==> config.mk <==
export PLATFORM = sky130hd
export DESIGN_NAME = video_timing
export DESIGN_NICKNAME = d
export VERILOG_FILES = /design/src/vdu_timing_pkg.sv /design/src/video_timing.sv
export VERILOG_INCLUDE_DIRS = /design/src
export SDC_FILE = /design/constraint.sdc
export NUM_CORES = 1
export LEC_CHECK = 0
export BUFFER_PORTS_ARGS = -buffer_cell sky130_fd_sc_hd__buf_2
export CORE_MARGIN = 2
export CORE_UTILIZATION = 51
export DETAILED_ROUTE_END_ITERATION = 6
export PLACE_DENSITY_LB_ADDON = 0.15
export SLEW_MARGIN = 20
export SYNTH_ARGS = -nofsm -noshare
export SYNTH_HDL_FRONTEND = slang
export SYNTH_SLANG_ARGS = --single-unit
==> constraint.sdc <==
create_clock -name i_clk -period 2.3 [get_ports i_clk]
set_clock_uncertainty 0.15 [all_clocks]
set_input_delay 0.575 -clock i_clk [delete_from_list [all_inputs] [get_ports i_clk]]
set_output_delay 0.575 -clock i_clk [all_outputs]
set_load 0.01 [all_outputs]
==> src/vdu_consts.svh <==
// VDU size constants
`ifndef VDU_CONSTS_SVH
`define VDU_CONSTS_SVH

// raster, shrunk for simulation
`define VDU_H_TOTAL   176                // clocks per line
`define VDU_H_START   32                 // sx of first visible pixel
`define VDU_H_PIXELS  128                // visible pixels per line
`define VDU_V_TOTAL   264                // lines per frame
`define VDU_V_ACTIVE  256                // visible lines

// cell grid and font
`define VDU_COLS      16                 // cells per row
`define VDU_ROWS      32                 // rows per screen
`define VDU_FONT_H    8                  // glyph height in lines
`define VDU_GLYPHS    64                 // glyphs in font area

// memory geometry
`define VDU_DISP_BYTES (`VDU_COLS * `VDU_ROWS)      // 512
`define VDU_FONT_BYTES (`VDU_GLYPHS * `VDU_FONT_H)  // 512
`define VDU_MEM_AW    9                  // array address width
`define VDU_HOST_AW   10                 // host address, msb picks area

`endif
==> src/vdu_timing_pkg.sv <==
// VDU raster types
`include "vdu_consts.svh"

package vdu_timing_pkg;

	typedef logic [$clog2(`VDU_H_TOTAL)-1:0] sx_t;   // 8 bits
	typedef logic [$clog2(`VDU_V_TOTAL)-1:0] sy_t;   // 9 bits

	typedef struct packed {
		sx_t  sx;                        // pixel count in line
		sy_t  sy;                        // line count in frame
		logic line_start;                // sx == 0
		logic frame_start;               // sx == 0 on line 0
		logic visible_line;              // sy below active height
	} raster_t;

	typedef enum logic {
		MODE_CHAR     = 1'b0,            // glyph lookup
		MODE_GRAPHICS = 1'b1             // raw pixel bytes
	} vdu_mode_e;

endpackage

==> src/video_timing.sv <==
// VDU raster generator
`timescale 1ns/100ps
`include "vdu_consts.svh"

module video_timing (
	input  logic                     i_clk,
	input  logic                     i_reset,
	output vdu_timing_pkg::raster_t  o_raster
);
	import vdu_timing_pkg::*;

	sx_t  sx_next;
	sy_t  sy_next;
	logic line_wrap;                     // last clock of the line

	always_comb begin
		line_wrap = (o_raster.sx == sx_t'(`VDU_H_TOTAL - 1));
		sx_next   = line_wrap ? '0 : o_raster.sx + 1'b1;
		if (!line_wrap)
			sy_next = o_raster.sy;
		else if (o_raster.sy == sy_t'(`VDU_V_TOTAL - 1))
			sy_next = '0;                    // wrap frame
		else
			sy_next = o_raster.sy + 1'b1;
	end

	// strobes decoded from next position so they line up with the counts
	always_ff @(posedge i_clk) begin
		if (i_reset) begin
			o_raster.sx           <= '0;
			o_raster.sy           <= '0;
			o_raster.line_start   <= 1'b1;   // reset lands on sx 0 of line 0
			o_raster.frame_start  <= 1'b1;
			o_raster.visible_line <= 1'b1;
		end else begin
			o_raster.sx           <= sx_next;
			o_raster.sy           <= sy_next;
			o_raster.line_start   <= (sx_next == '0);
			o_raster.frame_start  <= (sx_next == '0) && (sy_next == '0);
			o_raster.visible_line <= (sy_next < sy_t'(`VDU_V_ACTIVE));
		end
	end

endmodule

Word level (Yosys, flattened, before mapping)

Index checks and enable logic that the tools add are counted.

Register bits: 20
Bits in latches: 0
Memory bits (writable): 0
Memory bits (read-only): 0
Input bits: 2
Output and inout bits: 20
Logic and storage cells: 16
Memories: 0

Add/sub/neg operators: 2
Multipliers: 0
Divide/modulo/power cells: 0
Magnitude comparators: 1
Eq/ne operators: 2
Shift-type cells: 0
Multiplexer cells: 3
Bitwise gates (word level): 0
Reduce and logical (&&, ||, !) cells: 3

Operators with widths:

| operator                                           | count |
|---|---|
| two-way mux 9 bit                                  | 2 |
| adder 9 x 1 -> 9 bit (second input constant)       | 1 |
| == test 9 bit (second input constant)              | 1 |
| zero test 9 bit                                    | 1 |
| less-than comparator 9 bit (second input constant) | 1 |
| adder 8 x 1 -> 8 bit (second input constant)       | 1 |
| == test 8 bit (second input constant)              | 1 |
| zero test 8 bit                                    | 1 |
| two-way mux 8 bit                                  | 1 |
| logical AND 1 bit                                  | 1 |

Logic depth before layout (Yosys ltp)

Gate-level depths: netlist (run 1).

Depth in word-level cells: 5
Mapped depth: 8
Mapped depth without buffers: 7

Worst setup path after synthesis (run 1)

No wires, ideal clock.

Path type: reg2reg
From: register o_raster[12] (netlist bit)
To: register o_raster[1] (netlist bit)
Setup time: 59 ps
Arrival: 1875 ps
Data required time: 2091 ps
Setup slack: 216 ps
Cell stages (with the launch flop): 9
Buffers on the path: 1
Clock period less this slack: 2084 ps
Cells stage by stage: dfxtp_1 ha_1 nand3_2 or2_1 clkbuf_1 nor4_1 a211oi_1 o21ai_0 a41o_1

Cells in the longest elaborated chain, start to end: 4

Ends and longest elaborated chain:

| what                                                   | RTL line                               | source |
|---|---|---|
| start: declaration                                     | video_timing.sv:8                      | `output vdu_timing_pkg::raster_t o_raster` |
| adder 8 x 1 -> 8 bit or == test 8 bit (tied branches)  | video_timing.sv:18, video_timing.sv:17 |  |
| two-way mux 8 bit or two-way mux 9 bit (tied branches) | video_timing.sv:18, video_timing.sv:19 |  |
| zero test 8 bit or zero test 9 bit (tied branches)     | video_timing.sv:39                     | `o_raster.frame_start <= (sx_next == '0) && (sy_next == '0);` |
| logical AND 1 bit *                                    | video_timing.sv:39                     |  |

Mark *: on every way between the ends. The rest lies on a longest branch, timed or not.
A chain may end at the register's enable or synchronous reset.

Worst setup path after layout (run 1)

Ends and elaborated chain as after synthesis.

==> results of run 1 <==
[how the worst max path moves through the flow]
stage | end | slack (ns) | depth (start not counted)
2_1_floorplan | o_raster[1] | 0.22 | 8
3_3_place_gp | o_raster[1] | 0.24 | 7
3_5_place_dp | o_raster[1] | 0.12 | 7
4_1_cts | o_raster[1] | 0.09 | 7
5_1_grt | o_raster[1] | 0.02 | 7
6_report | o_raster[1] | 0.16 | 7
[cell usage in the layout (no fill, tap or decap), types with 2 or more instances in the layout]
| master | netlist | layout |
|---|---|---|
| a21oi_1 | 4 | 4 |
| buf_2 | 1 | 21 |
| buf_4 | 0 | 4 |
| clkbuf_4 | 0 | 3 |
| dfxtp_1 | 20 | 20 |
| ha_1 | 2 | 2 |
| inv_1 | 2 | 2 |
| nand2_1 | 12 | 12 |
| nand3_1 | 4 | 4 |
| nand4_1 | 3 | 3 |
| nor2_1 | 15 | 15 |
| nor2b_1 | 3 | 3 |
| nor3_1 | 7 | 7 |
| nor4_1 | 2 | 2 |
| o21ai_0 | 5 | 5 |
| or3_1 | 2 | 2 |
| xnor2_1 | 6 | 6 |
| xor2_1 | 6 | 6 |
[stage by stage]
step / instance area [µm²] / std cells / worst slack, ns / power [W]
after floorplan: 1050 / 122 / 0.216 / 0.000383
after global placement: 1180 / 168 / 0.235 / 0.000395
after detailed placement: 1180 / 168 / 0.124 / 0.000396
after CTS: 1200 / 171 / 0.0860 / 0.000556
after global routing: 1220 / 171 / 0.0204 / 0.000570
final: 1220 / 171 / 0.163 / 0.000555
[layout make-up]
cell class                      instances  area share
Tap cell                               27      0.0276
Timing Repair Buffer                   25       0.110
Clock buffer                            3      0.0184
Sequential cell                        20       0.327
Multi-Input combinational cell         94       0.510
Inverter                                2     0.00613
[worst max-delay path, stage by stage, from the launching register on]
cell	delay [ns]
dfxtp_1	0.41
ha_1	0.29
nand3_4	0.17
or2_4	0.32
nor4_1	0.29
a211oi_1	0.12
o21ai_0	0.16
a41o_1	0.18
[repair_timing]
item	CTS	global route
endpoints found under the setup margin	0	1
resized for setup	0	3
buffers inserted	0	0
[power by group through the flow]
stage	Clock, W	Sequential [W]	Combinational [W]
4_1_cts	0.000167	0.000357	0.0000313
2_1_floorplan	0	0.000369	0.0000142
6_report	0.000166	0.000357	0.0000320
5_1_grt	0.000177	0.000358	0.0000353
3_3_place_gp	0	0.000365	0.0000308
3_5_place_dp	0	0.000365	0.0000309
[cells by family (layout without fill, tap and decap cells)]
logic type,Yosys count,in the layout,share of synthesized area
and+or+nand+nor,61,61,0.333
DFF,20,20,0.380
AOI/OAI and AO/OA,18,18,0.108
xor gates and xnor gates,12,12,0.0998
buffers and inverters,8,30,0.0451
adders and majority gates,2,2,0.0237
muxes,1,1,0.0107
[layer usage]
| metal | track usage | up-vias | share of wire |
|---|---|---|---|
| met5 | 0 | - | 0 |
| met4 | 0.0694 | 0 | 0.018 |
| met3 | 0.0303 | 7 | 0.066 |
| met2 | 0.311 | 44 | 0.43 |
| met1 | 0.257 | 441 | 0.48 |
| li1 | - | 484 | - |
==> flow_summary.toml, run 1 <==
[logic_synthesis]
synthArstFlopShare = 0
synth_edf_count = 0
yosys.cell_types.count = 40
synth_most_common_cell = "dfxtp_1"
ys_seq_elements = 20
seq_area_frac_synth = 0.380
synth_top_area_share = 0.380
synth_nets = 126
synthCells = 122
yosys_warnings = 0
yosysTopAreaCell = "dfxtp_1"
avgSynthCellArea_um2 = 8.64
syn_area_um2 = 1050
synthTopCellsByArea = "dfxtp_1, nor2_1, xnor2_1, xor2_1, nand2_1"
synthFlopType = "dfxtp_1"
yosys-top-cells-count = "dfxtp_1, nor2_1, nand2_1"

[hold_path]
hold_path.class = "register to register"
worstHoldPathCells = 1
hold_start = "o_raster[12]"
min_to = "o_raster[12]"

[drt]
wire_per_inst_um = 13.4
first_pass_iters = 5
drc_errors = 0
drt-vias-per-instance = 5.71
drt-total-wl_um = 2290
drt_iter0_markers = 34
ant_nets = 0
num_vias = 976

[power]
p_leak_nw = 0.490
p_seq_frac = 0.643
internal-power_w = 0.000428
ir_worst_vdd_uv = 249
combPwrFrac = 0.058
powerDensity_nw_per_um2 = 454
switching_power_w = 0.000128
swShare = 0.230
clkPwrFrac = 0.299

[cts]
clk_latency_ns = 0.30
clockBufferDepth = 2
hold_buffers = 0
cts_tree = "built"
clkTransAtPathRegs_ns = 0.11
cts_buffers = 3
h-tree-depth = 1
clkSinkCount = 20
cts.root.buffer_cell = "clkbuf_4"

[outcome]
status = "complete, no violations"

[floorplan]
rows = 16
die_x_um = 49.5
core_um2 = 1960
start_util = 0.537
die_y_um = 49.5
fp.dieArea_um2 = 2450
ioPinCount = 22

[cells_and_area]
seq_area_um2 = 400
largest_reg_flops = 20
fill_cells = 200
synthToLayoutAreaGrowth_pct = 16.2
regMostFlops = "o_raster"
nets = 150
antenna_cells = 0
reg_top3 = "o_raster: 20 flops"
drive_above_1_share = 0.250
final_util = 0.624
multi_input_area_um2 = 624

[global_routing]
grt_usage = 0.191
grt-ovfl-total = 0
grt_pass1_wl_um = 3660
antenna_found_initial = 0
grt_pass1_vias = 836
grt_max_degree = 17

[worst_setup_path]
worstPathRequired_ns = 2.40
r2r-start = "o_raster[12]"
reg2reg_to = "o_raster[1]"
cp-start-kind = "register"
cp_max_fo = 9
ff2ff_path_depth = 7
setup.worst_path.start = "o_raster[12]"
endpoint_kind = "register"
rrSetupSlack_ns = 0.16
worstSetupPathType = "register to register"
arrival_ns = 2.24

[placed_design]
dp_hpwl_um = 1660
finalWeightedCongestion = 0.923
port_buffers = 21

[timing]
holdWs_ns = 0.363
finalSetupViolations = 0
period_minus_slack_ns = 2.14
drv_slew = 0
tightest_slew_ns = 0.363
timing.fmax_ghz = 0.468
rsz0062_at_grt = "false"
slew_headroom = 0.756
tns_ns = 0
hold_violations = 0
fin_crit_sh = 0.929

[run]
max-cap-violations = 0
No activity file was read; power rests on OpenSTA's default activity.
==> inputs of run 2 (changes only) <==
--- a/config.mk
+++ b/config.mk
@@ -6,7 +6,7 @@
 export SDC_FILE = /design/constraint.sdc
 export NUM_CORES = 1
 export LEC_CHECK = 0
-export BUFFER_PORTS_ARGS = -buffer_cell sky130_fd_sc_hd__buf_2
+export BUFFER_PORTS_ARGS = -buffer_cell sky130_fd_sc_hd__buf_4
 export CORE_MARGIN = 2
 export CORE_UTILIZATION = 51
 export DETAILED_ROUTE_END_ITERATION = 6
==> flow_summary.toml, run 2 (same netlist as run 1, synthesis figures left out) <==
[outcome]
status = "complete, no violations"

[drt]
drc_errors = 0
wire_per_inst_um = 13.0
ant_nets = 0
drt_iter0_markers = 18
drt-total-wl_um = 2260
first_pass_iters = 4
num_vias = 950
drt-vias-per-instance = 5.49

[cts]
clockBufferDepth = 2
h-tree-depth = 1
hold_buffers = 0
clkSinkCount = 20
cts_tree = "built"
cts.root.buffer_cell = "clkbuf_4"
cts_buffers = 3
clkTransAtPathRegs_ns = 0.12
clk_latency_ns = 0.30

[placed_design]
port_buffers = 21
finalWeightedCongestion = 0.934
dp_hpwl_um = 1630
dp.cells = 169

[worst_setup_path]
cp_cell_sequence = "ha_1 > nand3_4 > or2_4 > nor4_1 > a211oi_1 > o21ai_0 > a41o_1"
cp-start-kind = "register"
worstPathRequired_ns = 2.40
cp_top_family = "simple AND/OR/NAND/NOR gates"
crit_path_top_delay_cell = "dfxtp_1"
crit_buf_inv = 0
cp_max_fo = 9
arrival_ns = 2.23
worstSetupPathType = "register to register"
endpoint_kind = "register"
max_stage_delay_ns = 0.41
rrSetupSlack_ns = 0.17

[floorplan]
die_x_um = 49.5
die_y_um = 49.5
core_um2 = 1960
ioPinCount = 22
rows = 16
start_util = 0.537
fp.dieArea_um2 = 2450

[global_routing]
top_usage_layer = "met2"
grt-ovfl-total = 0
antenna_found_initial = 0
grt_max_degree = 17
grt_usage = 0.200
met2_usage = 0.311
met3_usage = 0.0394
grt_pass1_wl_um = 3840
grt_pass1_vias = 857
grt_use_met1 = 0.278

[power]
ir_worst_vdd_uv = 346
powerDensity_nw_per_um2 = 463
p_leak_nw = 0.506

[timing]
rsz0062_at_grt = "false"
timing.fmax_ghz = 0.469
tightest_slew_ns = 0.386
tns_ns = 0
drv_slew = 0
finalSetupViolations = 0
slew_headroom = 0.740
fin_crit_sh = 0.927
hold_violations = 0
period_minus_slack_ns = 2.13

[cells_and_area]
antenna_cells = 0
drive_above_1_share = 0.260
layout_commonest_cell = "buf_4"
fill_cells = 186
fin_cells = 173
synthToLayoutAreaGrowth_pct = 23.2
largest_reg_flops = 20
nets = 151
mostFrequentLayoutCells = "buf_4, dfxtp_1, nor2_1"
reg_top3 = "o_raster: 20 flops"
regMostFlops = "o_raster"

[hold_path]
hold_path.class = "register to register"

[run]
max-cap-violations = 0
## run 2: changes by cell type in the layout (fill, tap and decap cells not counted)
cell,delta
buf_2,-21
buf_4,+22
clkbuf_8,+1
## run 2: path summary, 6_finish.rpt
check                  to    startpoint  cells after the start
min          o_raster[12]  o_raster[12]                      1
max           o_raster[1]  o_raster[12]                      7
min reg2reg  o_raster[12]  o_raster[12]                      1
max reg2reg   o_raster[1]  o_raster[12]                      7
## run 2: where the power goes
group | switching, W | total [W] | internal, W
Combinational | 0.0000181 | 0.0000358 | 0.0000177
Clock | 0.000111 | 0.000207 | 0.0000965
Sequential | 0.00000471 | 0.000357 | 0.000353
Total | 0.000133 | 0.000600 | 0.000467
## run 2: through the flow
stage	util	instance area, µm²	hold slack [ns]	power [W]	worst slack (ns)
floorplan	-	1050	0.383	0.000383	0.216
global placement	0.633	1240	0.334	0.000400	0.235
detailed placement	0.633	1240	0.356	0.000400	0.0884
CTS	0.652	1280	0.374	0.000604	0.0667
global route	0.661	1300	0.403	0.000623	0.0188
finish	0.661	1300	0.366	0.000600	0.169
## run 2: worst register-to-register path, stage by stage (launching register included)
cell and delay (ns):
dfxtp_1 0.41, ha_1 0.30, nand3_4 0.16, or2_4 0.32, nor4_1 0.29, a211oi_1 0.11
o21ai_0 0.16, a41o_1 0.18
## run 2: area by class of cell
type / count / area, µm² / area share
timing repair buffer: 26 / 195 / 0.150
sequential: 20 / 400 / 0.309
inverter: 2 / 7.51 / 0.00579
tap: 27 / 33.8 / 0.0260
multi-input combinational: 94 / 624 / 0.481
clock buffer: 4 / 36.3 / 0.0280
## run 2: routing by layer
metal  wire, µm  share of wire
met5          0              0
met4         39          0.017
met3         99          0.044
met2        999           0.44
met1       1120           0.50
## run 2: what timing repair did
| action | 4_1_cts | 5_1_grt |
|---|---|---|
| setup endpoints to repair | 0 | 1 |
| setup buffers | 0 | 0 |
| gates resized for setup | 0 | 3 |
