## src/vdu_consts.svh

```systemverilog
// VDU size constants
`ifndef VDU_CONSTS_SVH
`define VDU_CONSTS_SVH

// raster, shrunk for simulation
`define VDU_H_TOTAL   176                // clocks per line
`define VDU_H_START   32                 // sx of first visible pixel
`define VDU_H_PIXELS  128                // visible pixels per line
`define VDU_V_TOTAL   264                // lines per frame
`define VDU_V_ACTIVE  256                // visible lines

// cell grid and font
`define VDU_COLS      16                 // cells per row
`define VDU_ROWS      32                 // rows per screen
`define VDU_FONT_H    8                  // glyph height in lines
`define VDU_GLYPHS    64                 // glyphs in font area

// memory geometry
`define VDU_DISP_BYTES (`VDU_COLS * `VDU_ROWS)      // 512
`define VDU_FONT_BYTES (`VDU_GLYPHS * `VDU_FONT_H)  // 512
`define VDU_MEM_AW    9                  // array address width
`define VDU_HOST_AW   10                 // host address, msb picks area

`endif
```

## src/vdu_mem_pkg.sv

```systemverilog
// VDU memory types
`include "vdu_consts.svh"

package vdu_mem_pkg;

	typedef struct packed {
		logic [`VDU_HOST_AW-1:0] addr;   // bit 9 selects font area
		logic [7:0]              data;
	} host_wr_t;

	typedef struct packed {
		logic                   en;        // single cycle strobe
		logic                   font_sel;  // 0 display, 1 font
		logic [`VDU_MEM_AW-1:0] addr;
		logic [7:0]             data;
	} mem_wr_t;

	typedef struct packed {
		logic       invert;              // complement glyph row
		logic       unused;
		logic [5:0] code;                // glyph index
	} char_cell_t;

	// one display byte, read as a character or as raw pixels
	typedef union packed {
		char_cell_t chr;
		logic [7:0] pix;                 // msb is leftmost
	} cell_u;

	typedef logic [`VDU_H_PIXELS-1:0] line_buf_t;   // cell 0 in bits 127..120

endpackage

```

## src/vdu_timing_pkg.sv

```systemverilog
// VDU raster types
`include "vdu_consts.svh"

package vdu_timing_pkg;

	typedef logic [$clog2(`VDU_H_TOTAL)-1:0] sx_t;   // 8 bits
	typedef logic [$clog2(`VDU_V_TOTAL)-1:0] sy_t;   // 9 bits

	typedef struct packed {
		sx_t  sx;                        // pixel count in line
		sy_t  sy;                        // line count in frame
		logic line_start;                // sx == 0
		logic frame_start;               // sx == 0 on line 0
		logic visible_line;              // sy below active height
	} raster_t;

	typedef enum logic {
		MODE_CHAR     = 1'b0,            // glyph lookup
		MODE_GRAPHICS = 1'b1             // raw pixel bytes
	} vdu_mode_e;

endpackage

```

## src/scanline_fetch.sv

```systemverilog
// VDU scanline fetcher
`timescale 1ns/100ps
`include "vdu_consts.svh"

module scanline_fetch (
	input  logic                      i_clk,
	input  logic                      i_reset,
	input  vdu_timing_pkg::raster_t   i_raster,
	input  vdu_timing_pkg::vdu_mode_e i_mode,
	output logic [`VDU_MEM_AW-1:0]    o_disp_addr,
	input  vdu_mem_pkg::cell_u        i_disp_data,
	output logic [`VDU_MEM_AW-1:0]    o_font_addr,
	input  logic [7:0]                i_font_data,
	output vdu_mem_pkg::line_buf_t    o_line_buf
);
	import vdu_timing_pkg::*;
	import vdu_mem_pkg::*;

	localparam int COL_W = $clog2(`VDU_COLS);

	vdu_mode_e  mode_q;                  // frame mode
	logic [COL_W-1:0] col;               // issue column
	logic [COL_W-1:0] col1, col2;        // column per stage
	logic       v0, v1, v2;              // stage valids
	cell_u      cell2;                   // display byte at stage 2
	logic [7:0] cell_bits;               // decoded pixels for the buffer

	// mode only changes on frame boundary
	always_ff @(posedge i_clk) begin
		if (i_reset)
			mode_q <= MODE_CHAR;
		else if (i_raster.frame_start)
			mode_q <= i_mode;
	end

	// issue 16 cell addresses back to back after line_start
	always_ff @(posedge i_clk) begin
		if (i_reset) begin
			v0  <= 1'b0;
			col <= '0;
		end else if (i_raster.line_start && i_raster.visible_line) begin
			v0  <= 1'b1;
			col <= '0;
		end else if (v0) begin
			col <= col + 1'b1;
			if (col == COL_W'(`VDU_COLS - 1))
				v0 <= 1'b0;              // last cell issued
		end
	end

	always_ff @(posedge i_clk) begin
		if (i_reset) begin
			v1 <= 1'b0;
			v2 <= 1'b0;
		end else begin
			v1 <= v0;                    // display data back next clock
			v2 <= v1;                    // font data back next clock
		end
	end

	always_ff @(posedge i_clk) begin
		col1  <= col;
		col2  <= col1;
		cell2 <= i_disp_data;            // kept for graphics and invert
	end

	// row = sy / 8, glyph line = sy % 8
	assign o_disp_addr = {i_raster.sy[7:3], col};
	assign o_font_addr = {i_disp_data.chr.code, i_raster.sy[2:0]};

	always_comb begin
		if (mode_q == MODE_GRAPHICS)
			cell_bits = cell2.pix;       // raw byte, font ignored
		else if (cell2.chr.invert)
			cell_bits = ~i_font_data;
		else
			cell_bits = i_font_data;
	end

	// stage 3 writes the byte, cell 0 at the top
	always_ff @(posedge i_clk) begin
		if (v2)
			o_line_buf[`VDU_H_PIXELS - 1 - 8 * col2 -: 8] <= cell_bits;
	end

endmodule

```

## config.mk

```make
export PLATFORM = sky130hd
export DESIGN_NAME = scanline_fetch
export DESIGN_NICKNAME = d
export VERILOG_FILES = /design/src/vdu_mem_pkg.sv /design/src/vdu_timing_pkg.sv /design/src/scanline_fetch.sv
export VERILOG_INCLUDE_DIRS = /design/src
export SDC_FILE = /design/constraint.sdc
export NUM_CORES = 1
export LEC_CHECK = 0
export ABC_CLOCK_PERIOD_IN_PS = 2500
export BUFFER_PORTS_ARGS = -buffer_cell sky130_fd_sc_hd__buf_2
export CORE_MARGIN = 2
export CORE_UTILIZATION = 30
export CTS_BUF_LIST = sky130_fd_sc_hd__clkbuf_8
export DETAILED_ROUTE_END_ITERATION = 6
export HOLD_SLACK_MARGIN = 0.05
export SYNTH_ARGS = -nofsm -noshare
export SYNTH_HDL_FRONTEND = slang
export SYNTH_SLANG_ARGS = --single-unit
export TNS_END_PERCENT = 20
```

## constraint.sdc

```tcl
create_clock -name i_clk -period 2.5 [get_ports i_clk]
set_input_delay 0.5 -clock i_clk [delete_from_list [all_inputs] [get_ports i_clk]]
set_output_delay 0.5 -clock i_clk [all_outputs]
set_load 0.01 [all_outputs]
```

==> Word level (Yosys, flattened, before mapping) <==
Cells that the tools add are included.
{ "word_totals": {"regBits": 152, "input_bits": 39, "out_inout_bits": 146, "elab_cells": 24} }
{ "classes": {"add_sub_neg": 3, "n_eq_ne": 1, "shift": 2, "n_mux": 6, "bitwise_logic": 1, "n_reduce_logical": 2} }
{ "ops": {"columns": ["operator", "n"], "rows": [
  ["$shift A8 B34 Y135 const A", 1],
  ["$shiftx A8 B34 Y135", 1],
  ["$bwmux W128", 1],
  ["$neg A32 Y34", 1],
  ["$mux W8", 2],
  ["$not A8 Y8", 1],
  ["$sub A7 B7 Y8 const A", 1],
  ["$add A4 B1 Y4 const B", 1],
  ["$eq A4 B4 Y1 const B", 1],
  ["$mux W1", 3],
  ["$reduce_or A2 Y1", 1],
  ["$logic_and A1 B1 Y1", 1]
]} }

==> Longest topological paths before layout <==
Gate-level depths: netlist (run 1).
{ "logic_depth": {"depth_word": 5, "depth_mapped": 5, "depth_no_buf": 4} }

==> Least setup slack after synthesis (run 1) <==
OpenSTA, ideal clock, no wires.
{ "synth_timing": {"path_type": "flip-flop to flip-flop", "startpoint": "register col2[3] (netlist name)", "endpoint": "register o_line_buf[56], enable pin", "setup_time_ns": 0.383, "t_arrival_ns": 1.313, "t_required_ns": 2.117, "path_slack_ns": 0.804, "stages_incl_launch_ff": 4, "n_path_buf": 0, "period_less_slack_ns": 1.696, "path_cell_list": "dfxtp_1 > and2b_1 > nand2_1 > nor3_1"} }
{ "synth_lines": {"columns": ["item", "line", "text"], "rows": [
  ["end signal: indexed assignment", "scanline_fetch.sv:83", "o_line_buf[`VDU_H_PIXELS - 1 - 8 * col2 -: 8] <= cell_bits;"],
  ["end: declaration", "scanline_fetch.sv:14", "output vdu_mem_pkg::line_buf_t o_line_buf"]
]} }

==> Worst setup path after layout (run 1) <==
{ "layout_timing": {"startpoint": "register cell2[7] (netlist bit)", "endpoint": "register o_line_buf[98], data pin"} }
{ "layout_via": {"elab_chain_cells": 4} }
{ "layout_rtl": {"columns": ["item", "line", "text"], "rows": [
  ["start: declaration", "scanline_fetch.sv:25", "cell_u cell2;"],
  ["start signal: assignment", "scanline_fetch.sv:64", "cell2 <= i_disp_data;"],
  ["$mux W8", "scanline_fetch.sv:74", "else if (cell2.chr.invert)"],
  ["$mux W8 (*)", "scanline_fetch.sv:72", "if (mode_q == MODE_GRAPHICS)"],
  ["$shiftx A8 B34 Y135 (*)", "scanline_fetch.sv:83", null],
  ["$bwmux W128 (*)", "scanline_fetch.sv:83", null]
]} }
Mark *: on every way between the ends. The rest lies on a longest branch, timed or not.
A chain may end at the register's enable or synchronous reset.

==> flow_summary.yaml, run 1 <==
outcome:
  outcome: "completed"
timing:
  setup_ws_ps: 611
  tightest_slew_ps: 850
  slew_headroom_pct: 43.2
  skew_ps: 8.16
  clock.fmax_mhz: 529
  maxSlewViolCount: 0
  hold_viol: 0
  period_share_pct: 75.6
  setup-violations-final: 0
  rsz0062_at_grt: "no"
  fin_setup_tns_ps: 0
  finalCriticalPeriod_ps: 1890
global_routing:
  antenna_found_initial: 0
  overflow: 0
  grtUsageTotal_pct: 13.9
  grt_pass1_wl_mm: 20.1
  grt_max_degree: 17
  grt_pass1_vias: 3504
clock_tree:
  clock_sinks: 152
  cts_made_buffers: 17
  post_cts_buffers: 0
  insertion_delay_ps: 440
  clock_path_buffers: 2
  ctsRootBufferMaster: "clkbuf_8"
  htreeDepth: 4
  hold_buffers: 0
  cts_tree: "yes"
  cts_resized: 0
  clkSlewWorstSetupHoldPaths_ps: 80
setup_path:
  cpMaxStageDelayCell: "dfxtp_1"
  cpPeakStageDelay_ps: 880
  start_kind: "flip-flop"
  endpoint_kind: "flip-flop"
  critPathRequiredTime_ps: 2680
  critical_path.max_fanout: 16
  cp.arrival_ps: 2070
  path_cells: "xor2_2, mux2i_4, buf_4, nor2_1"
  worst-setup-path-type: "reg -> reg"
cells_and_area:
  drive_gt1_share_pct: 40.0
  antenna_cells: 0
  fin_area_mm2: 0.00711
  final_nets: 597
  syn_to_final_growth_pct: 24.6
floorplanning:
  core_area_mm2: 0.0187
  initial_core_util_pct: 30.5
  rows: 50
  die_h_um: 142
  ios: 185
  die_area_mm2: 0.0201
  die_w_um: 142
yosys:
  synthCells: 386
  yosysSeqAreaShare_pct: 75.9
  synth_fp_nets: 426
  synth_warnings: 0
  synthDistinctLibCells: 25
  ys_seq_elements: 152
  synth_area_mm2: 0.00570
  synth_area_per_cell_um2: 14.8
drt:
  drt-wirelength-per-cell_um: 17.3
  finalWirelength_mm: 13.9
  vias: 3552
  drc: 0
  vias_per_cell: 4.42
  drtPass1Iterations: 4
  postRouteAntennaNets: 0
  drt_iter0_markers: 183
power:
  power_density_mw_per_mm2: 701
  leakage_nw: 2.76
  total_power_mw: 4.98
  vdd_drop_max_uv: 370
placed_design:
  hpwl_mm: 9.71
  pre_cts_ws_ps: 577
  gp_congestion: 0.743
  post_dp_cell_area_mm2: 0.00669
  io_buffers: 159
hold_path:
  hold_class: "in -> reg"
job:
  maxCapViolCount: 0
layout by cell type, fill, tap and decap left out:
cell and n:
clkbuf_8 17, buf_4 19, nand2_1 14, edfxtp_1 128, nand3_1 8, xor2_2 7
nand2b_1 2, xor2_1 2, clkinv_1 1, xnor2_4 1, bufinv_16 4, a22oi_1 1
ha_1 1, nor2_2 4, dfxtp_1 24, nor2b_4 1, inv_1 1, clkinv_2 4
xnor2_1 1, buf_2 159, clkinvlp_4 5, a21o_1 1, nor2_1 144, mux2i_1 2
and2b_1 3, nor3_1 4, mux2i_4 7, nor2b_1 3, nand4_1 2
per-layer routing:
metal,wire [um],track usage (%),vias to the layer above
met5,0,0,-
li1,-,-,1641
met1,5620,16.0,1726
met3,937,4.56,23
met4,292,5.26,0
met2,7030,24.0,162
cell families (layout without fill, tap and decap cells):
kind of cell,count (synthesis),count (layout),share of synthesized area [%]
xor+xnor,11,11,2.94
mux,9,9,3.12
compound gates,2,2,0.263
simple gates,185,185,13.3
flops,152,152,75.9
fa+ha+maj,1,1,0.219
buf+inv,26,210,4.30
power breakdown:
| part | switching (mW) | internal, mW |
|---|---|---|
| Clock | 0.888 | 1.07 |
| Combinational | 0.178 | 0.0933 |
| Sequential | 0.0233 | 2.73 |
| Total | 1.09 | 3.89 |
flip-flops by register name, indices dropped and copies added (netlist names):
signal      cells
cell2           8
col             4
col1            4
col2            4
mode_q          1
o_line_buf    128
v0              1
v1              1
v2              1
through the flow:
step	util, %	instances	hold slack, ps
after floorplan	-	386	310
after global placement	35.7	772	317
after detailed placement	35.7	772	312
after CTS	38.0	804	114
after global routing	38.0	804	120
final	38.0	804	161
Yosys cell counts:
cell type	n	share of area [%]
nor2_1	144	9.5
edfxtp_1	128	67
dfxtp_1	24	8.4
buf_4	14	1.8
nand2_1	14	0.92
buf_6	8	1.6
nand3_1	8	0.70
mux2i_4	7	2.8
xor2_2	7	2.0
nor2_2	4	0.44
nor3_1	4	0.35
and2b_1	3	0.40
nor2b_1	3	0.33
buf_12	2	0.70
buf_2	2	0.18
mux2i_1	2	0.35
nand2b_1	2	0.22
nand4_1	2	0.22
xor2_1	2	0.31
a21o_1	1	0.13
a22oi_1	1	0.13
ha_1	1	0.22
nor2b_4	1	0.24
xnor2_1	1	0.15
xnor2_4	1	0.48
worst paths after layout:
path | from | to | slack, ps | cells past startpoint
hold reg to reg | col1[0] | col2[0] | 330 | 0
setup / recovery | cell2[7] | o_line_buf[98] | 610 | 4
setup reg to reg | cell2[7] | o_line_buf[98] | 610 | 4
hold / removal | i_disp_data[6] | cell2[6] | 160 | 1
final cells by class:
class	instances	area (um2)
fillers	1804	11600
flip-flops and latches	152	4320
multi-input cells	208	1130
repair buffers	178	938
well taps	234	293
clock buffers	17	234
clock inverters	15	185
worst max-delay path: cells and delay by family (launching register included):
kind	cells	cell delay (ps)
XOR/XNOR	1	190
buffers and inverters	1	290
AND/OR/NAND/NOR	1	90
flip-flops	1	880
multiplexers	1	170
Power figures use the tool's default switching activity.
==> run 2: changes to the inputs <==
--- a/config.mk
+++ b/config.mk
@@ -6,7 +6,8 @@
 export SDC_FILE = /design/constraint.sdc
 export NUM_CORES = 1
 export LEC_CHECK = 0
-export ABC_CLOCK_PERIOD_IN_PS = 2500
+export ABC_AREA = 1
+export ABC_CLOCK_PERIOD_IN_PS = 1650
 export BUFFER_PORTS_ARGS = -buffer_cell sky130_fd_sc_hd__buf_2
 export CORE_MARGIN = 2
 export CORE_UTILIZATION = 30
==> constraint.sdc (replaced) <==
create_clock -name i_clk -period 1.65 [get_ports i_clk]
set_input_delay 0.33 -clock i_clk [delete_from_list [all_inputs] [get_ports i_clk]]
set_output_delay 0.33 -clock i_clk [all_outputs]
set_load 0.01 [all_outputs]
==> run 2 against run 1 <==
Clock-buffer cell count stayed put. Highest routed layer unchanged. First-iteration DRC count up 91%. Power grew 49%. Routed wire length grew 19%. Critical path type unchanged. Largest power group unchanged.
==> flow_summary.yaml, run 2 <==
cells_and_area:
  antenna_cells: 0
  drive_gt1_share_pct: 35.3
  largest_register: "o_line_buf"
  largest_register_ffs: 128
  final_cell_mix: "buf_2 (159), nor2_1 (153), edfxtp_1 (128)"
  reg_top3: "o_line_buf: 128 flops, cell2: 8 flops"
  final_common_cell: "buf_2"
  fillCellCount: 1888
  syn_to_final_growth_pct: 29.8
  final_core_util_pct: 39.4
  fin_area_mm2: 0.00762
  final_nets: 727
yosys:
  yosysMostFrequentCell: "nor2_1"
  synthCells: 501
  synth_area_mm2: 0.00587
  synth_edf_count: 128
  yosysSeqAreaShare_pct: 73.6
  synth_area_leaders: "edfxtp_1 (65%), nor2_1 (9.8%), dfxtp_1 (8.2%)"
  synthDistinctLibCells: 20
  synth.largest_area_cell: "edfxtp_1"
  synthFlopType: "edfxtp_1"
  synth_top_area_share_pct: 65.4
  synthTopCellsByCount: "nor2_1 (153), edfxtp_1 (128), nand3_1 (59)"
  synth_warnings: 0
  synth_fp_nets: 541
  async_reset_ff_share_pct: 0
  synth_area_per_cell_um2: 11.7
  ys_seq_elements: 152
floorplanning:
  initial_core_util_pct: 30.4
  rows: 51
  die_area_mm2: 0.0207
  core_area_mm2: 0.0193
  ios: 185
  die_h_um: 144
  die_w_um: 144
global_routing:
  grtUsageTotal_pct: 16.3
  grt_pass1_wl_mm: 23.8
  overflow: 0
  antenna_found_initial: 0
  grt_max_degree: 65
  grt_pass1_vias: 4050
hold_path:
  hold_depth: 2
  hp-start: "i_reset"
  hold_class: "in -> reg"
  min_to: "mode_q"
drt:
  postRouteAntennaNets: 0
  vias_per_cell: 4.40
  drtPass1Iterations: 4
  finalWirelength_mm: 16.5
  vias: 4249
  drt_iter0_markers: 349
  drc: 0
  drt-wirelength-per-cell_um: 17.1
setup_path:
  critical_path.max_fanout: 5
  regToRegSetupSlack_ps: 140
  cpMaxStageDelayCell: "dfxtp_1"
  reg2reg_from: "col2[2]"
  cp.arrival_ps: 1680
  regToRegEndpoint: "o_line_buf[26]"
  start_kind: "flip-flop"
  critPathRequiredTime_ps: 1820
  cpPeakStageDelay_ps: 530
  endpoint_kind: "flip-flop"
  path_cells: "inv_2, nor3_4, inv_1, nor2_1, buf_4"
  r2r_cells: 5
  worst-setup-path-type: "reg -> reg"
clock_tree:
  htreeDepth: 4
  clock_path_buffers: 2
  cts_tree: "yes"
  clkSlewWorstSetupHoldPaths_ps: 80
  post_cts_buffers: 0
  clock_sinks: 152
  ctsRootBufferMaster: "clkbuf_8"
  insertion_delay_ps: 450
  cts_made_buffers: 17
placed_design:
  pre_cts_ws_ps: 134
  gp_congestion: 0.747
  hpwl_mm: 10.7
  io_buffers: 159
  post_dp_cell_area_mm2: 0.00713
timing:
  skew_ps: 13.8
  rsz0062_at_grt: "no"
  clock.fmax_mhz: 661
  maxSlewViolCount: 0
  fin_setup_tns_ps: 0
  setup_ws_ps: 136
  tightest_slew_ps: 439
  slew_headroom_pct: 70.7
  period_share_pct: 91.7
  setup-violations-final: 0
  hold_viol: 0
  finalCriticalPeriod_ps: 1510
power:
  vdd_drop_max_uv: 486
  total_power_mw: 7.44
  leakage_nw: 3.15
  power_density_mw_per_mm2: 977
job:
  maxCapViolCount: 0
outcome:
  outcome: "completed"
==> run 2: logic make-up after synthesis <==
family                     share of synthesized area (%)
adders and majority gates                          0.213
buffers and inverters                               5.07
DFF                                                 73.6
AOI/OAI and AO/OA                                  0.426
and+or+nand+nor                                     20.7
==> run 2: worst max path at each step <==
stage / startpoint / to / slack [ps] / cells after the start
global placement: mode_q / o_line_buf[97] / 160 / 4
global route: mode_q / o_line_buf[97] / 30 / 4
finish: col2[2] / o_line_buf[26] / 140 / 5
detailed placement: col2[2] / o_line_buf[24] / 130 / 5
floorplan: col2[2] / o_line_buf[120] / 20 / 4
CTS: col2[2] / o_line_buf[26] / 110 / 5
==> run 2: layer usage <==
metal / global-route usage, % / wire length [um]
met1: 20.3 / 6940
met3: 4.00 / 1020
met5: 0 / 0
met4: 5.88 / 208
met2: 27.6 / 8330
==> run 2: where the power goes <==
group / total, mW / internal, mW / switching, mW
Combinational: 0.357 / 0.131 / 0.226
Sequential: 4.15 / 4.14 / 0.0174
Clock: 2.93 / 1.50 / 1.44
Total: 7.44 / 5.76 / 1.68
==> run 2: per-stage QoR <==
stage	instances	hold WS, ps
floorplan	501	310
global placement	925	312
detailed placement	925	312
CTS	965	58.6
global route	965	85.3
finish	965	99.0
==> run 2: timing repair <==
action                     4_1_cts  5_1_grt
hold endpoints to repair         8        0
hold buffers                     8        0
setup endpoints to repair        0        1
gates resized for setup          0        1
==> run 2: layout make-up <==
class | count | area, um2 | share of cell area, %
repair buffers | 205 | 1210 | 15.9
inverters | 24 | 90.1 | 1.18
well taps | 265 | 332 | 4.35
clock inverters | 15 | 176 | 2.31
multi-input cells | 287 | 1250 | 16.4
flip-flops and latches | 152 | 4330 | 56.8
clock buffers | 17 | 234 | 3.07
==> run 2: critical path: cells and delay by family, from the launching register on <==
kind	cells	cell delay (ps)
and+or+nand+nor	2	280
buffers and inverters	3	420
DFF	1	530
