### config.mk
export PLATFORM = sky130hd
export DESIGN_NAME = host_write_port
export DESIGN_NICKNAME = d
export VERILOG_FILES = /design/src/vdu_mem_pkg.sv /design/src/host_write_port.sv
export VERILOG_INCLUDE_DIRS = /design/src
export SDC_FILE = /design/constraint.sdc
export NUM_CORES = 1
export LEC_CHECK = 0
export ABC_AREA = 1
export BUFFER_PORTS_ARGS = -buffer_cell sky130_fd_sc_hd__buf_2
export CORE_UTILIZATION = 39
export DETAILED_ROUTE_END_ITERATION = 8
export PLACE_DENSITY_LB_ADDON = 0.1
export SETUP_SLACK_MARGIN = 0.1
export SYNTH_ARGS = -nofsm -noshare
export SYNTH_HDL_FRONTEND = slang
export SYNTH_SLANG_ARGS = --single-unit
### constraint.sdc
create_clock -name i_clk -period 2.09 [get_ports i_clk]
set_input_delay 0.209 -clock i_clk [delete_from_list [all_inputs] [get_ports i_clk]]
set_output_delay 0.209 -clock i_clk [all_outputs]
set_load 0.005 [all_outputs]
### src/vdu_consts.svh
// VDU size constants
`ifndef VDU_CONSTS_SVH
`define VDU_CONSTS_SVH

// raster, shrunk for simulation
`define VDU_H_TOTAL   176                // clocks per line
`define VDU_H_START   32                 // sx of first visible pixel
`define VDU_H_PIXELS  128                // visible pixels per line
`define VDU_V_TOTAL   264                // lines per frame
`define VDU_V_ACTIVE  256                // visible lines

// cell grid and font
`define VDU_COLS      16                 // cells per row
`define VDU_ROWS      32                 // rows per screen
`define VDU_FONT_H    8                  // glyph height in lines
`define VDU_GLYPHS    64                 // glyphs in font area

// memory geometry
`define VDU_DISP_BYTES (`VDU_COLS * `VDU_ROWS)      // 512
`define VDU_FONT_BYTES (`VDU_GLYPHS * `VDU_FONT_H)  // 512
`define VDU_MEM_AW    9                  // array address width
`define VDU_HOST_AW   10                 // host address, msb picks area

`endif
### src/vdu_mem_pkg.sv
// VDU memory types
`include "vdu_consts.svh"

package vdu_mem_pkg;

	typedef struct packed {
		logic [`VDU_HOST_AW-1:0] addr;   // bit 9 selects font area
		logic [7:0]              data;
	} host_wr_t;

	typedef struct packed {
		logic                   en;        // single cycle strobe
		logic                   font_sel;  // 0 display, 1 font
		logic [`VDU_MEM_AW-1:0] addr;
		logic [7:0]             data;
	} mem_wr_t;

	typedef struct packed {
		logic       invert;              // complement glyph row
		logic       unused;
		logic [5:0] code;                // glyph index
	} char_cell_t;

	// one display byte, read as a character or as raw pixels
	typedef union packed {
		char_cell_t chr;
		logic [7:0] pix;                 // msb is leftmost
	} cell_u;

	typedef logic [`VDU_H_PIXELS-1:0] line_buf_t;   // cell 0 in bits 127..120

endpackage

### src/host_write_port.sv
// VDU host write port
`timescale 1ns/100ps
`include "vdu_consts.svh"

module host_write_port (
	input  logic                  i_clk,
	input  logic                  i_reset,
	input  logic                  i_req,      // four-phase request
	input  vdu_mem_pkg::host_wr_t i_wr,       // held by host while req high
	output logic                  o_ack,
	output vdu_mem_pkg::mem_wr_t  o_mem_wr
);
	import vdu_mem_pkg::*;

	typedef enum logic [1:0] {
		S_IDLE,                          // wait for req
		S_WRITE,                         // one write cycle
		S_ACK                            // ack high until req drops
	} hwp_state_e;

	hwp_state_e state;
	host_wr_t   wr_q;                    // captured request

	always_ff @(posedge i_clk) begin
		if (i_reset)
			state <= S_IDLE;
		else begin
			case (state)
				S_IDLE:  if (i_req) state <= S_WRITE;
				S_WRITE: state <= S_ACK;          // exactly one write
				S_ACK:   if (!i_req) state <= S_IDLE;
				default: state <= S_IDLE;
			endcase
		end
	end

	always_ff @(posedge i_clk) begin
		if (state == S_IDLE && i_req)
			wr_q <= i_wr;                // no reset, payload only
	end

	assign o_ack = (state == S_ACK);

	// split host address into area select and array address
	always_comb begin
		o_mem_wr.en       = (state == S_WRITE);
		o_mem_wr.font_sel = wr_q.addr[`VDU_HOST_AW-1];
		o_mem_wr.addr     = wr_q.addr[`VDU_MEM_AW-1:0];
		o_mem_wr.data     = wr_q.data;
	end

endmodule

; ---- After elaboration in Yosys (flattened, before gate mapping)
; Cells that the tools add are included.
[totals]
out_inout_bits = 20
wordCells = 13
reg_bits = 20
[op_classes]
muxes = 3
n_reduce_logical = 3
n_eq_ne = 4
[op_table]
columns = cell, count
row1 = $pmux W2 S3, 1
row2 = $mux W2, 2
row3 = $ne A2 B2 Y1 const B, 2
row4 = $eq A2 B1 Y1 const B, 1
row5 = $eq A2 B2 Y1 const B, 1
row6 = $logic_not A2 Y1, 1
row7 = $reduce_and A2 Y1, 1
row8 = $logic_and A1 B1 Y1, 1

; ---- Longest topological paths before layout
; Gate-level depths: netlist of run 1.
[depth]
word_depth = 3
depth_mapped = 3
mapped_depth_nobuf = 3

; ---- Worst setup path after synthesis of run 1
; No wires, ideal clock.
[synth_path]
kind = reg2reg
startpoint = register state[0]
endpoint = register wr_q (netlist bit o_mem_wr[0]) (enable)
setup_ns = 0.393
path_slack_ns = 0.482
arrival_time_ns = 1.215
stages_incl_launch_ff = 4
required_time_ns = 1.697
n_path_buf = 0
path_cell_list = dfxtp_1 > inv_1 > nand2_1 > nor2_1
[synth_via]
elab_chain_len = 2
[synth_lines]
columns = item, line_no
row1 = start: declaration, host_write_port.sv:21  ; hwp_state_e state;
row2 = start signal: assignment, host_write_port.sv:26  ; state <= S_IDLE;
row3 = start signal: assignment, host_write_port.sv:29  ; S_IDLE: if (i_req) state <= S_WRITE;
row4 = start signal: assignment, host_write_port.sv:30  ; S_WRITE: state <= S_ACK;
row5 = $logic_not A2 Y1, host_write_port.sv:38  ; if (state == S_IDLE && i_req)
row6 = $logic_and A1 B1 Y1, host_write_port.sv:38
row7 = end signal: assignment, host_write_port.sv:39  ; wr_q <= i_wr;
row8 = end: declaration, host_write_port.sv:22  ; host_wr_t wr_q;
; Every way passes these cells.
; A chain may end at the register's enable or synchronous reset.

==> results.tsv, run 1 <==
metric	value	unit
CTS tree	done	
number of remaining DRC errors	0	
Die Area	0.001792	sq mm
Die H	42.33	um
DIE WIDTH	42.33	um
setup TNS	0	ps
CP required	1880	ps
Starting Density	0.4211	
Sequential Power Share	0.666	
Gate power share	0.092	
clk_skew	2.069	ps
max cap viols	0	
Antenna Cells	0	
P_leak	0.0004028	uW
Min-Delay Path Class	in -> reg	
port buffer count	40	
initial antenna violation count	0	
CORE AREA	0.001506	sq mm
ratio of cells with drive above 1 in the final layout	0.6184	
clock share of power	0.242	
# IOs	41	
Clock Root Buffer	clkbuf_4	
largest net degree at the start of global routing	19	
cts repair resizes	0	
Sink Count	20	
Yosys cell types	9	
Sw Pwr	140.9	uW
Sw Ratio	0.1983	
drt initial violations	3	
number of global-route vias before repair	337	
GRT Overall Usage	0.1049	
CP Capture Type	output port	
slowest CP cell	dfxtp_1	
min cycle time layout	1158	ps
register bit total from synthesis	20	
maximum VDD drop	463.3	uV
fin crit share	0.5539	
Slew Limit Fails	0	
Post-CTS Setup Inserts	0	
mapped cell area	634.4	sq um
Worst-Margin Slew	214.6	ps
crit path DAT	950	ps
Internal	569.7	uW
gp weighted congestion	0.6097	
aggregate routed wire length	923	um
Synth warnings	0	
sequential share of the synthesized area	0.9152	
worst rel slew slack	0.8569	
TritonCTS Buffers	3	
Post-DRT Antenna Nets	0	
crit path setup slack, layout	932.3	ps
syn_area_per_cell	20.46	sq um
utilization after layout	0.5897	
Final #Nets	98	
Worst-path clk slew	100	ps
Hold WS	89.29	ps
hold_buf cts	0	
first-pass GRT wire length	1352	um
crit-path max cell delay	360	ps
worst-path maximum fanout	3	
Post-Syn Nets	52	
H-tree Lvls	1	
Place WS	980.7	ps
Rows	14	
f_max	863.8	MHz
WL per Instance	10.03	um
Worst Setup Start Kind	flop	
area grow syn2layout	40.04	%
worst-path cell chain	inv_2 -> nand2_1 -> inv_1 -> buf_2	
synthesized instance count	31	
status	finished clean	
HPWL after detailed placement	727.9	um
type of the worst setup path	reg -> out	
Initial DRT Pass Iterations	3	
RSZ-0062 raised after global routing	false	
GRT Residual Overflow	0	
vias per cell	4.337	
power per cell area	799.9	mW/mm^2
clk buf depth	2	
Hold Violations, Final	0	
Via Count	399	
Setup violations, final	0	
clk_lat worst skew	280	ps
[stage by stage]
step	cells	total power (uW)	instance area, sq um
after floorplan	31	503.4	634.4
after global placement	88	548.5	862.1
after detailed placement	88	549.6	862.1
after CTS	92	721.7	888.4
after global routing	92	739.4	888.4
final	92	710.6	888.4
[routing by layer]
layer | up-vias | wire, um | global-route usage
li1 | 201 | - | -
met1 | 173 | 371 | 0.1088
met2 | 25 | 459 | 0.1815
met3 | 0 | 91 | 0.03879
met4 | 0 | 0 | 0.05625
met5 | - | 0 | 0
[registers in the layout (all words and copies together), names as in the netlist]
name / flops
o_mem_wr: 18
state: 2
[worst max-delay path: cells and delay by family, from the launching register on]
kind | cells | cell delay (ps)
buf+inv | 3 | 210
flops | 1 | 360
simple gates | 1 | 90
[power by group through the flow]
stage                     clock [uW]  sequential, uW  combinational (uW)
after CTS                        181             474                66.9
after global placement             0             482                66.1
after detailed placement           0             483                66.7
after global routing             191             475                73.2
final                            172             473                65.5
after floorplan                    0             487                16.3
[synth_stat cells (all sizes together)]
cell | n | share of area
inv | 4 | 0.024
nor2 | 2 | 0.012
nor3 | 1 | 0.016
nand3 | 1 | 0.0079
nand2 | 2 | 0.012
edfxtp | 18 | 0.85
a21oi | 1 | 0.014
dfxtp | 2 | 0.063
[logic make-up (layout without fill, tap and decap cells)]
kind of cell	after synthesis	in the layout	synth area share
AND/OR/NAND/NOR	6	6	0.04734
AO/OA/AOI/OAI	1	1	0.01381
flip-flops	20	20	0.9152
buffers and inverters	4	49	0.02366
[path summary, 6_finish.rpt]
path	slack, ps	end	depth (start not counted)	startpoint
setup / recovery	930	o_mem_wr[18]	4	state[1]
hold / removal	90	state[1]	2	i_reset
setup reg to reg	970	o_mem_wr[1]	4	state[0]
hold reg to reg	510	state[1]	2	state[1]
[cell type report]
class	count	area [sq um]
Sequential cell	20	580.6
Multi-Input combinational cell	7	38.79
Tap cell	16	20.02
Clock inverter	1	3.754
Inverter	4	15.01
Clock buffer	3	22.52
Timing Repair Buffer	41	207.7
Fill cell	133	618.1
[layout by cell type, fill, tap and decap left out]
master,instances
a21oi_2,1
buf_2,40
buf_4,1
clkbuf_4,3
clkinv_1,1
dfxtp_1,2
edfxtp_1,18
inv_1,3
inv_2,1
nand2_1,2
nand3_1,1
nor2_1,2
nor3_2,1
No activity file was read; power rests on OpenSTA's default activity.
==> run 2, diff against run 1 <==
- ABC_AREA: 1 -> 0
- CORE_UTILIZATION: 39 -> 35
- clock period: 2.09 -> 0.95 ns (I/O delays scaled with it)
==> run 2 against run 1 <==
Against the previous run:
- the run now ends with setup timing left
- area after synthesis increased by 0.59%
- largest power group unchanged
- die area is 12% higher
- utilization grew 9.0 points
==> results.tsv, run 2 <==
metric	value	unit
largest net degree at the start of global routing	18	
crit path setup slack, layout	-190.3	ps
Hold Violations, Final	0	
Primary FF master, synth	edfxtp_1	
number of flip-flops in the largest register	18	
Slew Limit Fails	0	
max cap viols	0	
Synth area leaders	edfxtp_1 85%, dfxtp_1 6.3%, nand2b_4 2.2%	
first-pass GRT wire length	1911	um
crit-path max cell delay	350	ps
CORE AREA	0.001727	sq mm
worst-path cell chain	buf_6 -> and2b_2 -> buf_2	
sequential share of the synthesized area	0.9098	
most frequent cell after synthesis	edfxtp_1	
H-tree Lvls	1	
Antenna Cells	0	
Worst Setup Start Kind	flop	
Die H	44.70	um
cell taking the most area after synthesis	edfxtp_1	
slowest CP cell	dfxtp_2	
failing checks	setup timing	
commonest non-fill, non-tap cell in the layout	buf_2	
crit path DAT	1050	ps
mux contribution to synthesized area	0	
number of global-route vias before repair	482	
GRT Overall Usage	0.1406	
placed instance count	96	
largest family of logic cells by synthesized area	simple AND/OR/NAND/NOR gates	
number of remaining DRC errors	0	
RSZ-0062 raised after global routing	true	
ys async rst share	0	
Die Area	0.001998	sq mm
Post-DRT Antenna Nets	0	
status	complete, but fails checks	
Min-Delay Path Class	in -> reg	
aggregate routed wire length	1326	um
DIE WIDTH	44.70	um
vias per cell	4.132	
Power Total	1696	uW
clk_lat worst skew	290	ps
fin crit share	1.200	
setup TNS	-3125	ps
Post-Syn Nets	49	
Initial DRT Pass Iterations	3	
Synth warnings	0	
drt initial violations	5	
clk buf depth	2	
synthesized instance count	28	
CTS tree	done	
Post-synth EDFFs	18	
mapped cell area	638.1	sq um
cell area after layout	0.001174	sq mm
gp weighted congestion	0.6116	
Worst-Margin Slew	186.3	ps
Clock Root Buffer	clkbuf_4	
clk_skew	1.301	ps
power per cell area	1445	mW/mm^2
syn_area_per_cell	22.79	sq um
Finished Layout Cells	121	
Rows	15	
TritonCTS Buffers	3	
synth cell count leaders	18 x edfxtp_1, 2 x dfxtp_1	
CP required	850	ps
initial antenna violation count	0	
worst-path maximum fanout	3	
placed inst area	913.4	sq um
register bit total from synthesis	20	
Simple-Gate Fraction of Synth Area	0.07059	
Via Count	500	
maximum VDD drop	977.0	uV
P_leak	0.0005106	uW
Hold WS	104.4	ps
Crit path max-delay family	flip-flops	
type of the worst setup path	reg -> out	
Synth Area in XOR/XNOR	0	
area grow syn2layout	83.92	%
min cycle time layout	1140	ps
Starting Density	0.3696	
ratio of cells with drive above 1 in the final layout	0.5625	
port buffer count	40	
GRT Residual Overflow	0	
# IOs	41	
worst rel slew slack	0.8755	
Yosys cell types	10	
Worst-path clk slew	110	ps
CP Capture Type	output port	
Critical path buffers and inverters	2	
Final #Nets	118	
commonest cells after routing, fill and taps aside	40 x buf_2, 19 x dlygate4sd3_1, 18 x edfxtp_1	
area share of fa/ha/maj cells after synthesis	0	
WL per Instance	10.96	um
Sink Count	20	
Compound-Gate Fraction of Synth Area	0.01373	
Setup violations, final	20	
Synth top area share	0.8471	
f_max	877.0	MHz
-- run 2: worst register-to-register path: cells and delay by family (launching register included) --
kind / cells / cell delay (ps)
and+or+nand+nor: 2 / 330
buffers and inverters: 1 / 190
DFF: 1 / 340
-- run 2: path summary, 6_finish.rpt --
check	start	to	slack [ps]	depth (start not counted)
setup / recovery	state[0]	o_ack	-190	3
hold / removal	i_req	state[1]	100	3
setup reg to reg	state[0]	o_mem_wr[12]	-170	3
hold reg to reg	state[1]	state[0]	470	1
-- run 2: routing by layer --
metal / wire length [um] / up-vias / global-route usage
met5: 0 / - / 0
met4: 17 / 0 / 0.09091
met3: 95 / 2 / 0.05200
met2: 728 / 24 / 0.2647
met1: 485 / 231 / 0.1220
li1: - / 243 / -
-- run 2: power breakdown --
group,switching (uW),total [uW],internal (uW)
logic,90.5,261,170
registers,15.5,1040,1020
clock network,242,395,153
-- run 2: kinds of logic after synthesis --
family                 after synthesis
flip-flops                          20
AND/OR/NAND/NOR                      6
AO/OA/AOI/OAI                        1
buffers and inverters                1
-- run 2: repair_timing --
action / 4_1_cts / 5_1_grt
setup endpoints to repair: 38 / 38
gates cloned: 0 / 1
hold buffers: 19 / 0
endpoints found under the hold margin: 20 / 0
setup buffers: 1 / 0
resized for setup: 4 / 0
pin swaps: 0 / 1
-- run 2: area by class of cell --
| cell class | instances | area, sq um |
|---|---|---|
| clock buffer | 3 | 22.52 |
| clock inverter | 1 | 3.754 |
| fill | 139 | 553.0 |
| inverter | 1 | 3.754 |
| multi-input combinational | 7 | 61.31 |
| sequential | 20 | 585.6 |
| tap | 25 | 31.28 |
| timing repair buffer | 64 | 465.4 |
-- run 2: metrics by stage --
stage                       util  worst slack, ps
after floorplan                -           -154.9
after global placement    0.5290           -52.52
after detailed placement  0.5290           -64.44
after CTS                 0.6652           -204.2
after global routing      0.6797           -248.3
final                     0.6797           -190.3
==> run 3, diff against run 2 <==
- CORE_UTILIZATION: 35 -> 39
- clock period: 0.95 -> 1.15 ns (I/O delays scaled with it)
==> run 3 against run 2 <==
Against the previous run:
- the run now ends clean
- non-clock buffer count shrank 1
- global-route usage rose by 0.78 points
- critical path depth is the same
- sequential power fell by 17%
- via count decreased by 3.4%
- combinational power down 25%
- sequential cell count unchanged
- count of clock-buffer cells in the layout unchanged
- final area is 3.8% lower
- clock skew is 3.2 ps higher
- wire length is 5.5% lower
- utilization increased by 6.1 points
==> results.tsv, run 3 (same netlist as run 2, synthesis figures left out) <==
metric	value	unit
clk buf depth	2	
DIE WIDTH	42.45	um
commonest cells after routing, fill and taps aside	40 x buf_2, 19 x dlygate4sd3_1, 18 x edfxtp_1	
Post-DRT Antenna Nets	0	
aggregate routed wire length	1253	um
power per cell area	1219	mW/mm^2
path depth of the worst reg2reg path	3	
Die H	42.45	um
Die Area	0.001802	sq mm
hold worst-path end	state[0]	
clk_lat worst skew	290	ps
CTS tree	done	
largest net degree at the start of global routing	12	
worst-path maximum fanout	3	
slowest CP cell	dfxtp_4	
status	finished clean	
Hold WS	93.40	ps
setup TNS	0	ps
crit-path max cell delay	360	ps
worst-path cell chain	nand2b_1 -> inv_1 -> buf_2	
GRT Overall Usage	0.1485	
CP Capture Type	output port	
ratio of cells with drive above 1 in the final layout	0.5579	
commonest non-fill, non-tap cell in the layout	buf_2	
area grow syn2layout	76.86	%
CORE AREA	0.001524	sq mm
number of remaining DRC errors	0	
Antenna Cells	0	
Worst-Margin Slew	153.9	ps
Final #Nets	117	
worst rel slew slack	0.8966	
Hold Violations, Final	0	
placed instance count	87	
worst reg2reg setup slack	100	ps
RSZ-0062 raised after global routing	true	
Starting Density	0.4187	
number of global-route vias before repair	495	
Worst-path clk slew	110	ps
H-tree Lvls	1	
fin crit share	0.9436	
Sink Count	20	
initial antenna violation count	0	
crit path setup slack, layout	64.86	ps
min cycle time layout	1085	ps
gp weighted congestion	0.6271	
Place WS	136.7	ps
WL per Instance	11.29	um
TritonCTS Buffers	3	
type of the worst setup path	reg -> out	
Min-Delay Path Class	in -> reg	
crit path DAT	970	ps
Clock Root Buffer	clkbuf_4	
first-pass GRT wire length	1911	um
Hold Path Stages	3	
Worst Setup Start Kind	flop	
P_leak	0.0004964	uW
# fillers	89	
drt initial violations	8	
Finished Layout Cells	111	
Rows	14	
Setup violations, final	0	
HPWL after detailed placement	766.7	um
GRT Residual Overflow	0	
maximum VDD drop	927.7	uV
max cap viols	0	
Slew Limit Fails	0	
CP required	1030	ps
vias per cell	4.351	
number of flip-flops in the largest register	18	
port buffer count	40	
reg2reg end	o_mem_wr[7]	
R2R Path Start	state[0]	
f_max	921.5	MHz
utilization after layout	0.7406	
hold path start	i_req	
Initial DRT Pass Iterations	2	
Via Count	483	
clk_skew	4.477	ps
# IOs	41	
-- run 3: changes by cell type in the layout (fill, tap and decap cells not counted), sizes merged --
cell,previous run,this run
clkbuf,4,3
-- run 3: worst max-delay path: cells and delay by family (launching register included) --
family | cells | cell delay [ps]
and+or+nand+nor | 1 | 160
DFF | 1 | 360
buffers and inverters | 2 | 160
-- run 3: what timing repair did --
action,CTS,global route
hold buffers,19,0
setup buffers,1,0
setup endpoints to repair,2,20
pin swaps,0,1
hold endpoints to repair,20,0
resized for setup,2,3
-- run 3: where the power goes --
| group | internal [uW] | switching, uW |
|---|---|---|
| logic | 124 | 71.4 |
| registers | 847 | 11.0 |
| clock network | 126 | 197 |
-- run 3: layout make-up --
cell class / count / area (sq um) / area share
inverters: 1 / 3.754 / 0.003326
repair buffers: 63 / 431.7 / 0.3825
flip-flops and latches: 20 / 585.6 / 0.5188
multi-input cells: 7 / 61.31 / 0.05432
clock inverters: 1 / 3.754 / 0.003326
clock buffers: 3 / 22.52 / 0.01996
well taps: 16 / 20.02 / 0.01774
-- run 3: worst max-delay path by stage --
stage	from	endpoint	slack [ps]
2_1_floorplan	state[0]	o_mem_wr[0]	50
3_3_place_gp	state[0]	o_mem_wr[14]	150
3_5_place_dp	state[0]	o_mem_wr[17]	140
4_1_cts	state[1]	o_mem_wr[18]	50
5_1_grt	state[1]	o_mem_wr[18]	20
6_report	state[1]	o_mem_wr[18]	60
-- run 3: stage by stage --
step,power [uW],cell area (sq um)
final,1376,1129
after global routing,1429,1129
after detailed placement,1012,889.6
after CTS,1385,1117
after global placement,1008,889.6
after floorplan,917.3,646.9
-- run 3: metal layers --
metal | vias to the layer above | GRT usage | wire, um
met5 | - | 0 | 0
met4 | 0 | 0.07500 | 0
met3 | 0 | 0.02586 | 66
met2 | 23 | 0.2985 | 725
met1 | 219 | 0.1366 | 461
li1 | 241 | - | -
